$ cat src/include/bridge_consts.svh
// bridge constants
`ifndef BRIDGE_CONSTS_SVH
`define BRIDGE_CONSTS_SVH

// bursts in flight
`define BR_SLOTS 2
`define BR_ID_W 2
`define BR_ADDR_W 12
`define BR_DATA_W 32

// lite response buffer entries
`define BR_BUF_DEPTH 2

`endif

$ cat src/hw/bridge_pkg.sv
// bridge types
`include "bridge_consts.svh"

package bridge_pkg;

   typedef logic [$clog2(`BR_SLOTS)-1:0] slot_idx_t;
   typedef logic [`BR_ID_W-1:0]          burst_id_t;
   typedef logic [`BR_ADDR_W-1:0]        addr_t;   // byte address
   typedef logic [`BR_DATA_W-1:0]        data_t;
   typedef logic [7:0]                   beat_cnt_t; // beats left minus one

   typedef enum logic [1:0] {
      OKAY   = 2'b00,
      EXOKAY = 2'b01,
      SLVERR = 2'b10,
      DECERR = 2'b11
   } resp_e;

   // SLOT_LAST means the next beat closes the burst
   typedef enum logic [1:0] {
      SLOT_FREE = 2'b00,
      SLOT_BUSY = 2'b01,
      SLOT_LAST = 2'b10
   } slot_state_e;

endpackage

$ cat src/hw/slot_if.sv
// slot allocation and release
`timescale 1ns/1ns

interface slot_if;
   import bridge_pkg::*;

   logic      alloc;       // one cycle pulse
   slot_idx_t alloc_slot;
   burst_id_t alloc_id;
   addr_t     alloc_addr;
   beat_cnt_t alloc_len;

   logic      free;        // one cycle pulse
   slot_idx_t free_slot;

   // decode side
   modport alloc_drv (
      output alloc, alloc_slot, alloc_id, alloc_addr, alloc_len,
      input  free, free_slot
   );

   // issue and collect side
   modport alloc_rcv (
      input  alloc, alloc_slot, alloc_id, alloc_addr, alloc_len,
      output free, free_slot
   );
endinterface

$ cat src/hw/arb_rr.sv
// round robin arbiter
`timescale 1ns/1ns

module arb_rr #(
   parameter int n = 2
) (
   input  logic         clk,
   input  logic         rstn,
   input  logic [n-1:0] req,
   output logic [n-1:0] gnt,
   input  logic         hold
);
   localparam int pw = (n > 1) ? $clog2(n) : 1;

   logic [pw-1:0] last_q, win;
   logic [n-1:0]  gnt_new, gnt_q;
   logic          found;

   // first request after the previous winner
   always_comb begin
      gnt_new = '0;
      win     = last_q;
      found   = 1'b0;
      for (int k = 1; k <= n; k++) begin
         if (!found && req[(int'(last_q) + k) % n]) begin
            found = 1'b1;
            win   = pw'((int'(last_q) + k) % n);
         end
      end
      gnt_new[win] = found;
   end

   assign gnt = hold ? gnt_q : gnt_new;

   always_ff @(posedge clk or negedge rstn) begin
      if (!rstn) begin
         last_q <= pw'(n - 1);   // slot 0 wins first
         gnt_q  <= '0;
      end else begin
         gnt_q <= gnt;
         if (!hold && found)
            last_q <= win;
      end
   end
endmodule

$ cat src/hw/read_decode.sv
// burst accept and slot allocation
`timescale 1ns/1ns
`include "bridge_consts.svh"

module read_decode (
   input  logic                  clk,
   input  logic                  rstn,
   input  bridge_pkg::burst_id_t ar_id,
   input  bridge_pkg::beat_cnt_t ar_len,
   input  bridge_pkg::addr_t     ar_addr,
   input  logic                  ar_valid,
   output logic                  ar_ready,
   slot_if.alloc_drv             slot
);
   import bridge_pkg::*;

   slot_state_e          state_q [`BR_SLOTS];
   burst_id_t            id_q    [`BR_SLOTS];
   logic [`BR_SLOTS-1:0] free_vec, conflict_vec;
   slot_idx_t            avail_idx;
   logic                 ar_hs;

   // lowest free slot wins
   always_comb begin
      avail_idx = '0;
      for (int s = `BR_SLOTS - 1; s >= 0; s--) begin
         free_vec[s]     = state_q[s] == SLOT_FREE;
         conflict_vec[s] = !free_vec[s] && id_q[s] == ar_id;
         if (free_vec[s])
            avail_idx = slot_idx_t'(s);
      end
   end

   assign ar_ready = |free_vec && !(|conflict_vec);
   assign ar_hs    = ar_valid && ar_ready;

   always_ff @(posedge clk or negedge rstn) begin
      if (!rstn) begin
         for (int s = 0; s < `BR_SLOTS; s++)
            state_q[s] <= SLOT_FREE;
         slot.alloc <= 1'b0;
      end else begin
         slot.alloc <= ar_hs;
         if (slot.free)
            state_q[slot.free_slot] <= SLOT_FREE;
         if (ar_hs)
            state_q[avail_idx] <= SLOT_BUSY;   // busy now, so ar_ready drops at once
      end
   end

   always_ff @(posedge clk) begin
      if (ar_hs) begin
         id_q[avail_idx] <= ar_id;
         slot.alloc_slot <= avail_idx;
         slot.alloc_id   <= ar_id;
         slot.alloc_addr <= ar_addr;
         slot.alloc_len  <= ar_len;
      end
   end

   // releases only hit slots in use
   a_free_busy_slot: assert property (@(posedge clk) disable iff (!rstn)
      slot.free |-> state_q[slot.free_slot] != SLOT_FREE);
endmodule

$ cat src/hw/read_issue.sv
// lite read issue
`timescale 1ns/1ns
`include "bridge_consts.svh"

module read_issue (
   input  logic                  clk,
   input  logic                  rstn,
   slot_if.alloc_rcv             slot,
   output bridge_pkg::burst_id_t lite_ar_id,
   output bridge_pkg::addr_t     lite_ar_addr,
   output logic                  lite_ar_valid,
   input  logic                  lite_ar_ready
);
   import bridge_pkg::*;

   burst_id_t            id_q   [`BR_SLOTS];
   addr_t                addr_q [`BR_SLOTS];   // next address to read
   beat_cnt_t            cnt_q  [`BR_SLOTS];   // reads left minus one
   logic [`BR_SLOTS-1:0] pend_q, gnt;
   logic                 stall_q;
   slot_idx_t            gnt_idx;
   logic                 ar_hs;

   arb_rr #(
      .n (`BR_SLOTS)
   ) u_arb (
      .clk  (clk),
      .rstn (rstn),
      .req  (pend_q),
      .gnt  (gnt),
      .hold (stall_q)
   );

   always_comb begin
      gnt_idx = '0;
      for (int s = 0; s < `BR_SLOTS; s++)
         if (gnt[s])
            gnt_idx = slot_idx_t'(s);
   end

   assign lite_ar_valid = |gnt;
   assign lite_ar_id    = id_q[gnt_idx];
   assign lite_ar_addr  = addr_q[gnt_idx];
   assign ar_hs         = lite_ar_valid && lite_ar_ready;

   always_ff @(posedge clk or negedge rstn) begin
      if (!rstn) begin
         pend_q  <= '0;
         stall_q <= 1'b0;
      end else begin
         stall_q <= lite_ar_valid && !lite_ar_ready;   // freezes the grant next cycle
         if (ar_hs && cnt_q[gnt_idx] == '0)
            pend_q[gnt_idx] <= 1'b0;
         if (slot.alloc)
            pend_q[slot.alloc_slot] <= 1'b1;
      end
   end

   always_ff @(posedge clk) begin
      if (ar_hs) begin
         addr_q[gnt_idx] <= addr_q[gnt_idx] + addr_t'(4);
         if (cnt_q[gnt_idx] != '0)
            cnt_q[gnt_idx] <= cnt_q[gnt_idx] - beat_cnt_t'(1);
      end
      if (slot.alloc) begin
         id_q[slot.alloc_slot]   <= slot.alloc_id;
         addr_q[slot.alloc_slot] <= slot.alloc_addr;
         cnt_q[slot.alloc_slot]  <= slot.alloc_len;
      end
   end

   a_ar_stable: assert property (@(posedge clk) disable iff (!rstn)
      lite_ar_valid && !lite_ar_ready |=>
         lite_ar_valid && $stable(lite_ar_addr) && $stable(lite_ar_id));
endmodule

$ cat src/hw/read_collect.sv
// lite response collect and burst beat output
`timescale 1ns/1ns
`include "bridge_consts.svh"

module read_collect (
   input  logic                  clk,
   input  logic                  rstn,
   slot_if.alloc_rcv             slot,
   input  bridge_pkg::burst_id_t lite_r_id,
   input  bridge_pkg::data_t     lite_r_data,
   input  bridge_pkg::resp_e     lite_r_resp,
   input  logic                  lite_r_valid,
   output logic                  lite_r_ready,
   output bridge_pkg::burst_id_t r_id,
   output bridge_pkg::data_t     r_data,
   output bridge_pkg::resp_e     r_resp,
   output logic                  r_last,
   output logic                  r_valid,
   input  logic                  r_ready
);
   import bridge_pkg::*;

   localparam int ptr_w = (`BR_BUF_DEPTH > 1) ? $clog2(`BR_BUF_DEPTH) : 1;

   burst_id_t                id_buf   [`BR_BUF_DEPTH];
   data_t                    data_buf [`BR_BUF_DEPTH];
   resp_e                    resp_buf [`BR_BUF_DEPTH];
   logic [`BR_BUF_DEPTH-1:0] buf_vld;
   logic [ptr_w-1:0]         rp, wp;

   slot_state_e          state_q [`BR_SLOTS];
   burst_id_t            id_q    [`BR_SLOTS];
   beat_cnt_t            cnt_q   [`BR_SLOTS];
   logic [`BR_SLOTS-1:0] match_vec;
   slot_idx_t            match_idx;
   logic                 r_hs;

   function automatic logic [ptr_w-1:0] ptr_incr(input logic [ptr_w-1:0] p);
      if (int'(p) == `BR_BUF_DEPTH - 1)
         return '0;
      return p + ptr_w'(1);
   endfunction

   // head entry against the live slots
   always_comb begin
      match_idx = '0;
      for (int s = 0; s < `BR_SLOTS; s++) begin
         match_vec[s] = buf_vld[rp] && state_q[s] != SLOT_FREE && id_q[s] == id_buf[rp];
         if (match_vec[s])
            match_idx = slot_idx_t'(s);
      end
   end

   assign lite_r_ready   = !buf_vld[wp];
   assign r_valid        = |match_vec;
   assign r_id           = id_buf[rp];
   assign r_data         = data_buf[rp];
   assign r_resp         = resp_buf[rp];
   assign r_last         = state_q[match_idx] == SLOT_LAST;
   assign r_hs           = r_valid && r_ready;
   assign slot.free      = r_hs && r_last;
   assign slot.free_slot = match_idx;

   always_ff @(posedge clk or negedge rstn) begin
      if (!rstn) begin
         buf_vld <= '0;
         rp      <= '0;
         wp      <= '0;
         for (int s = 0; s < `BR_SLOTS; s++)
            state_q[s] <= SLOT_FREE;
      end else begin
         if (lite_r_valid && lite_r_ready) begin
            buf_vld[wp] <= 1'b1;
            wp          <= ptr_incr(wp);
         end
         if (r_hs) begin
            buf_vld[rp] <= 1'b0;
            rp          <= ptr_incr(rp);
            if (r_last)
               state_q[match_idx] <= SLOT_FREE;
            else if (cnt_q[match_idx] == beat_cnt_t'(1))
               state_q[match_idx] <= SLOT_LAST;
         end
         if (slot.alloc)
            state_q[slot.alloc_slot] <= (slot.alloc_len == '0) ? SLOT_LAST : SLOT_BUSY;
      end
   end

   always_ff @(posedge clk) begin
      if (lite_r_valid && lite_r_ready) begin
         id_buf[wp]   <= lite_r_id;
         data_buf[wp] <= lite_r_data;
         resp_buf[wp] <= lite_r_resp;
      end
      if (r_hs && !r_last)
         cnt_q[match_idx] <= cnt_q[match_idx] - beat_cnt_t'(1);
      if (slot.alloc) begin
         id_q[slot.alloc_slot]  <= slot.alloc_id;
         cnt_q[slot.alloc_slot] <= slot.alloc_len;
      end
   end

   // every buffered response belongs to exactly one live burst
   a_head_match: assert property (@(posedge clk) disable iff (!rstn)
      buf_vld[rp] |-> $onehot(match_vec));
endmodule

$ cat src/hw/burst_read_bridge.sv
// burst to lite read bridge
`timescale 1ns/1ns

module burst_read_bridge (
   input  logic                  clk,
   input  logic                  rstn,
   // burst request
   input  bridge_pkg::burst_id_t ar_id,
   input  bridge_pkg::addr_t     ar_addr,
   input  bridge_pkg::beat_cnt_t ar_len,
   input  logic                  ar_valid,
   output logic                  ar_ready,
   // burst data
   output bridge_pkg::burst_id_t r_id,
   output bridge_pkg::data_t     r_data,
   output bridge_pkg::resp_e     r_resp,
   output logic                  r_last,
   output logic                  r_valid,
   input  logic                  r_ready,
   // lite read address
   output bridge_pkg::burst_id_t lite_ar_id,
   output bridge_pkg::addr_t     lite_ar_addr,
   output logic                  lite_ar_valid,
   input  logic                  lite_ar_ready,
   // lite read data
   input  bridge_pkg::burst_id_t lite_r_id,
   input  bridge_pkg::data_t     lite_r_data,
   input  bridge_pkg::resp_e     lite_r_resp,
   input  logic                  lite_r_valid,
   output logic                  lite_r_ready
);
   slot_if u_slot ();

   read_decode u_decode (
      .clk      (clk),
      .rstn     (rstn),
      .ar_id    (ar_id),
      .ar_len   (ar_len),
      .ar_addr  (ar_addr),
      .ar_valid (ar_valid),
      .ar_ready (ar_ready),
      .slot     (u_slot.alloc_drv)
   );

   read_issue u_issue (
      .clk           (clk),
      .rstn          (rstn),
      .slot          (u_slot.alloc_rcv),
      .lite_ar_id    (lite_ar_id),
      .lite_ar_addr  (lite_ar_addr),
      .lite_ar_valid (lite_ar_valid),
      .lite_ar_ready (lite_ar_ready)
   );

   read_collect u_collect (
      .clk          (clk),
      .rstn         (rstn),
      .slot         (u_slot.alloc_rcv),
      .lite_r_id    (lite_r_id),
      .lite_r_data  (lite_r_data),
      .lite_r_resp  (lite_r_resp),
      .lite_r_valid (lite_r_valid),
      .lite_r_ready (lite_r_ready),
      .r_id         (r_id),
      .r_data       (r_data),
      .r_resp       (r_resp),
      .r_last       (r_last),
      .r_valid      (r_valid),
      .r_ready      (r_ready)
   );
endmodule

$ cat config.mk
export PLATFORM = sky130hd
export DESIGN_NAME = burst_read_bridge
export DESIGN_NICKNAME = d
export VERILOG_FILES = /design/src/hw/bridge_pkg.sv /design/src/hw/slot_if.sv /design/src/hw/arb_rr.sv /design/src/hw/read_decode.sv /design/src/hw/read_issue.sv /design/src/hw/read_collect.sv /design/src/hw/burst_read_bridge.sv
export VERILOG_INCLUDE_DIRS = /design/src /design/src/include
export SDC_FILE = /design/constraint.sdc
export NUM_CORES = 1
export LEC_CHECK = 0
export ABC_AREA = 1
export BUFFER_PORTS_ARGS = -buffer_cell sky130_fd_sc_hd__buf_2
export CAP_MARGIN = 30
export CORE_MARGIN = 2
export CORE_UTILIZATION = 40
export CTS_CLUSTER_SIZE = 12
export DETAILED_ROUTE_END_ITERATION = 8
export MAX_ROUTING_LAYER = met4
export PLACE_DENSITY = 0.55
export SYNTH_ARGS = -nofsm -noshare
export SYNTH_HDL_FRONTEND = slang
export SYNTH_SLANG_ARGS = --single-unit
$ cat constraint.sdc
create_clock -name clk -period 6.8 [get_ports clk]
set_clock_uncertainty 0.2 [all_clocks]
set_input_delay 1.36 -clock clk [delete_from_list [all_inputs] [get_ports clk]]
set_output_delay 1.36 -clock clk [all_outputs]
set_load 0.02 [all_outputs]
==> results.md <==
Status:
- The flow ran to the end, and the final reports show no timing, DRC or antenna violations.

Power and ir drop:
- The static leakage power is 0.00407 µW.
- IR analysis of the VDD net gives a maximum drop of 0.291 mV.
- In this run the power density over the cells is 499 mW/mm².

Clock network:
- The number of buffers created by CTS is 17.
- After clock tree synthesis, the clock-pin slew on the worst setup and hold paths is 70 ps.
- The buffer count from post-CTS setup fixing is 0.
- The TritonCTS clock tree is built.
- The quantity of gates resized following cts is 0.
- The clock reaches the later pin of the worst-skew pair after 420 ps.
- The sink count of the clock tree is 178.
- The clock root buffer master is sky130_fd_sc_hd__clkbuf_16.
- The clock passes through at most 2 buffers.
- The H-tree generated during clock tree synthesis spans 4 levels.
- The post-cts hold buffer count is 0.

Setup path:
- The data arrival time of the critical path is 2790 ps.
- The master of the slowest instance on the critical path is sky130_fd_sc_hd__dfrtp_1.
- The kind of cell with the highest combined delay along the critical path is buffers and inverters.
- The longest individual stage delay on the worst path is 810 ps.
- The type of destination of the critical path is a primary output.
- STA classifies the critical path startpoint as a flip-flop.
- The signal on the critical path passes through buf_4 -> inv_6 -> nand2_4 -> nand3_1 -> nand2_4 -> nor2_8 -> nand2_8 -> inv_1 -> nor2_1 -> inv_1 -> buf_2.
- The data required time at the worst endpoint is 5240 ps.
- The buffers plus inverters on the worst setup path is 5.
- The critical path class is flip-flop to primary output.
- Along the worst path, the maximum fanout reaches 37.

Floorplanning:
- Measured along the x axis, the die boundary spans 145 µm.
- The floorplan step defined a die boundary enclosing 0.0211 mm².
- The total area inside the core boundary comes to 0.0195 mm².
- The die height is 145 µm.
- 119 I/O pins were placed.
- For this configuration, the core starts out at a cell density of 40.9%.
- Row generation in the floorplan step produced 51 rows.

Global route:
- The number of global-route vias before repair came to 5200.
- The global-route usage over all layers is 16.3%.
- Entering global routing, the biggest net connects 38 pins.
- Summed over all layers, the global routing overflow is 0.
- The initial antenna violation count is 0.
- The global-route wire length before repair is 26.4 mm.

Flow run:
- Across the run, the number of max-cap violations was 0.

STA:
- The post-route minimum period is 4350 ps.
- The highest attainable clock frequency is 230 MHz.
- The normalized max-slew margin is 45.2%.
- The count of final hold-check violations is 0.
- Hold timing on the final database bottoms out at a slack of 262 ps.
- Setup violations remaining at the end of the flow were counted as 0.
- For the pin with the worst max-slew slack, the measured transition is 820 ps.
- The max-slew violation count is 0.
- The final cycle utilization of the critical path is 64.0%.
- Setup repair after global routing left no endpoint under its margin.
- For the final routed database, the setup TNS stands at 0 ps.

Detailed routing:
- Before antenna repair, the detailed router went through 4 iterations.
- The initial detailed-routing violation count is 342.
- The via count of the routed design is 5368.
- The total length of routed wires is 16.1 mm.
- The count of nets left with antenna violations after detail routing is 0.
- The detail-routed via count per cell is 4.65.
- The DRC violation count after routing is 0.
- The routed wire length per instance is 14.0 µm.

Logic synthesis:
- The number of enable flip-flop cells after synthesis is 159.
- The distinct cell type count after synthesis is 42.
- The cell area after synthesis is 0.00798 mm².
- In the synthesized netlist the async set-or-reset flop fraction comes to 10.7%.
- The number of flip-flops and latches in the synthesized netlist is 178.
- The net count of the mapped netlist is 821.
- The average cell area after synthesis is 10.6 µm².
- For this run, the number of Yosys warnings is 0.
- The cell count after synthesis came out at 753.
- The sequential share of the synthesized area is 65.8%.
- Among all flip-flop cells after synthesis, the most frequent one is sky130_fd_sc_hd__edfxtp_1.
- The share of the synthesized area in the top cell type is 59.8%.
- In the post-synthesis netlist, the biggest area contributors are sky130_fd_sc_hd__edfxtp_1 60%, sky130_fd_sc_hd__nand2_1 12%, sky130_fd_sc_hd__dfrtp_1 5.6%.
- The largest area contributor in the netlist is sky130_fd_sc_hd__edfxtp_1.

Placement:
- The count of port buffers added during placement is 118.
- The estimated wirelength of the detail-placed design is 11.5 mm.
- The count of placed standard cells including taps is 1122.
- At the end of routability-driven placement, the weighted congestion stood at 0.786.
- The placement-stage cell area is 0.00891 mm².

Worst hold path:
- The path class of the tightest hold or removal check is flip-flop to flip-flop.

Cells and area:
- The count of antenna diodes in the layout is 0.
- The area growth from synthesis to layout is 19.1%.
- The final layout net count is 944.
- The proportion of layout cells with a drive suffix above 1 is 23.5%.
- The count of placed standard cells in the final layout, fillers left out is 1154.
- The design area is 0.00950 mm².
## synth_stat cells, types with 5 or more instances
master,n
sky130_fd_sc_hd__clkbuf_1,16
sky130_fd_sc_hd__dfrtp_1,18
sky130_fd_sc_hd__edfxtp_1,159
sky130_fd_sc_hd__inv_1,78
sky130_fd_sc_hd__nand2_1,255
sky130_fd_sc_hd__nand2_2,13
sky130_fd_sc_hd__nand2_4,6
sky130_fd_sc_hd__nand3_1,28
sky130_fd_sc_hd__nand4_1,5
sky130_fd_sc_hd__nor2_1,34
sky130_fd_sc_hd__o21ai_0,51
sky130_fd_sc_hd__o21ai_1,21
sky130_fd_sc_hd__o21ai_2,5
sky130_fd_sc_hd__or2_2,9
sky130_fd_sc_hd__xnor2_1,5
sky130_fd_sc_hd__xor2_1,10
## layer usage
| layer | track usage [%] | part of all wire, % |
|---|---|---|
| met1 | 19.8 | 45 |
| met2 | 27.3 | 50 |
| met4 | 5.29 | 1.3 |
| met5 | - | 0 |
| met3 | 3.36 | 3.9 |
## power by group
part           switching [µW]  internal [µW]
Combinational            1380            625
Clock                     448            526
Sequential                105           1660
## area by class of cell
cell class	count	area [µm²]
inverter	80	305
fill	1813	10000
multi-input combinational	472	2310
clock buffer	18	429
tap	265	332
sequential	178	5250
timing repair buffer	127	716
clock inverter	14	160
## stage by stage
stage,total power [µW],utilization [%],setup slack (ps)
floorplan,3260,-,3170
global placement,3780,45.2,2890
detailed placement,3820,45.7,2840
CTS,4800,48.7,2360
global route,5110,48.7,2190
finish,4740,48.7,2450
## flip-flops by register name, indices dropped and copies added (netlist names), 2 cells and up
signal                    cells
u_decode.state_q              4
u_decode.slot.alloc_len       8
u_collect.cnt_q              16
u_issue.u_arb.gnt_q           2
u_issue.cnt_q                16
u_collect.resp_buf            4
u_issue.addr_q               24
u_decode.slot.alloc_addr     12
u_decode.id_q                 4
u_collect.id_q                4
u_collect.data_buf           64
u_collect.buf_vld             2
u_decode.slot.alloc_id        2
u_issue.pend_q                2
u_collect.id_buf              4
u_collect.state_q             4
## kinds of logic after synthesis
kind of cell / share of synthesized area (%)
flops: 65.8
fa+ha+maj: 0.627
mux: 0.125
compound gates: 6.08
simple gates: 20.0
xor+xnor: 1.85
buf+inv: 5.49
## cells in the final DEF, fill, tap and decap left out, types with 6 or more instances in the layout
| master | synthesis | final |
|---|---|---|
| sky130_fd_sc_hd__clkbuf_16 | 0 | 17 |
| sky130_fd_sc_hd__o21ai_1 | 21 | 21 |
| sky130_fd_sc_hd__nand2_1 | 255 | 255 |
| sky130_fd_sc_hd__o21ai_0 | 51 | 51 |
| sky130_fd_sc_hd__xor2_1 | 10 | 10 |
| sky130_fd_sc_hd__inv_1 | 78 | 78 |
| sky130_fd_sc_hd__edfxtp_1 | 159 | 159 |
| sky130_fd_sc_hd__dfrtp_1 | 18 | 18 |
| sky130_fd_sc_hd__or2_2 | 9 | 9 |
| sky130_fd_sc_hd__nor2_1 | 34 | 31 |
| sky130_fd_sc_hd__inv_8 | 0 | 6 |
| sky130_fd_sc_hd__nand3_1 | 28 | 28 |
| sky130_fd_sc_hd__nand2_4 | 6 | 6 |
| sky130_fd_sc_hd__buf_2 | 1 | 119 |
| sky130_fd_sc_hd__nand2_2 | 13 | 13 |
## worst paths after layout
| kind | start | slack, ps | end | cells past startpoint |
|---|---|---|---|---|
| min in group asynchronous | rstn | 680 | u_collect.wp | 1 |
| hold / removal | u_decode.slot.alloc_id[1] | 260 | u_collect.id_q[0][1] | 0 |
| max in group asynchronous | rstn | 5360 | u_issue.u_arb.last_q | 1 |
| setup reg to reg | u_collect.rp | 3330 | u_collect.cnt_q[0][4] | 13 |
| hold reg to reg | u_decode.slot.alloc_id[1] | 260 | u_collect.id_q[0][1] | 0 |
| setup / recovery | u_collect.rp | 2450 | r_valid | 11 |
No activity file was read; power rests on OpenSTA's default activity.
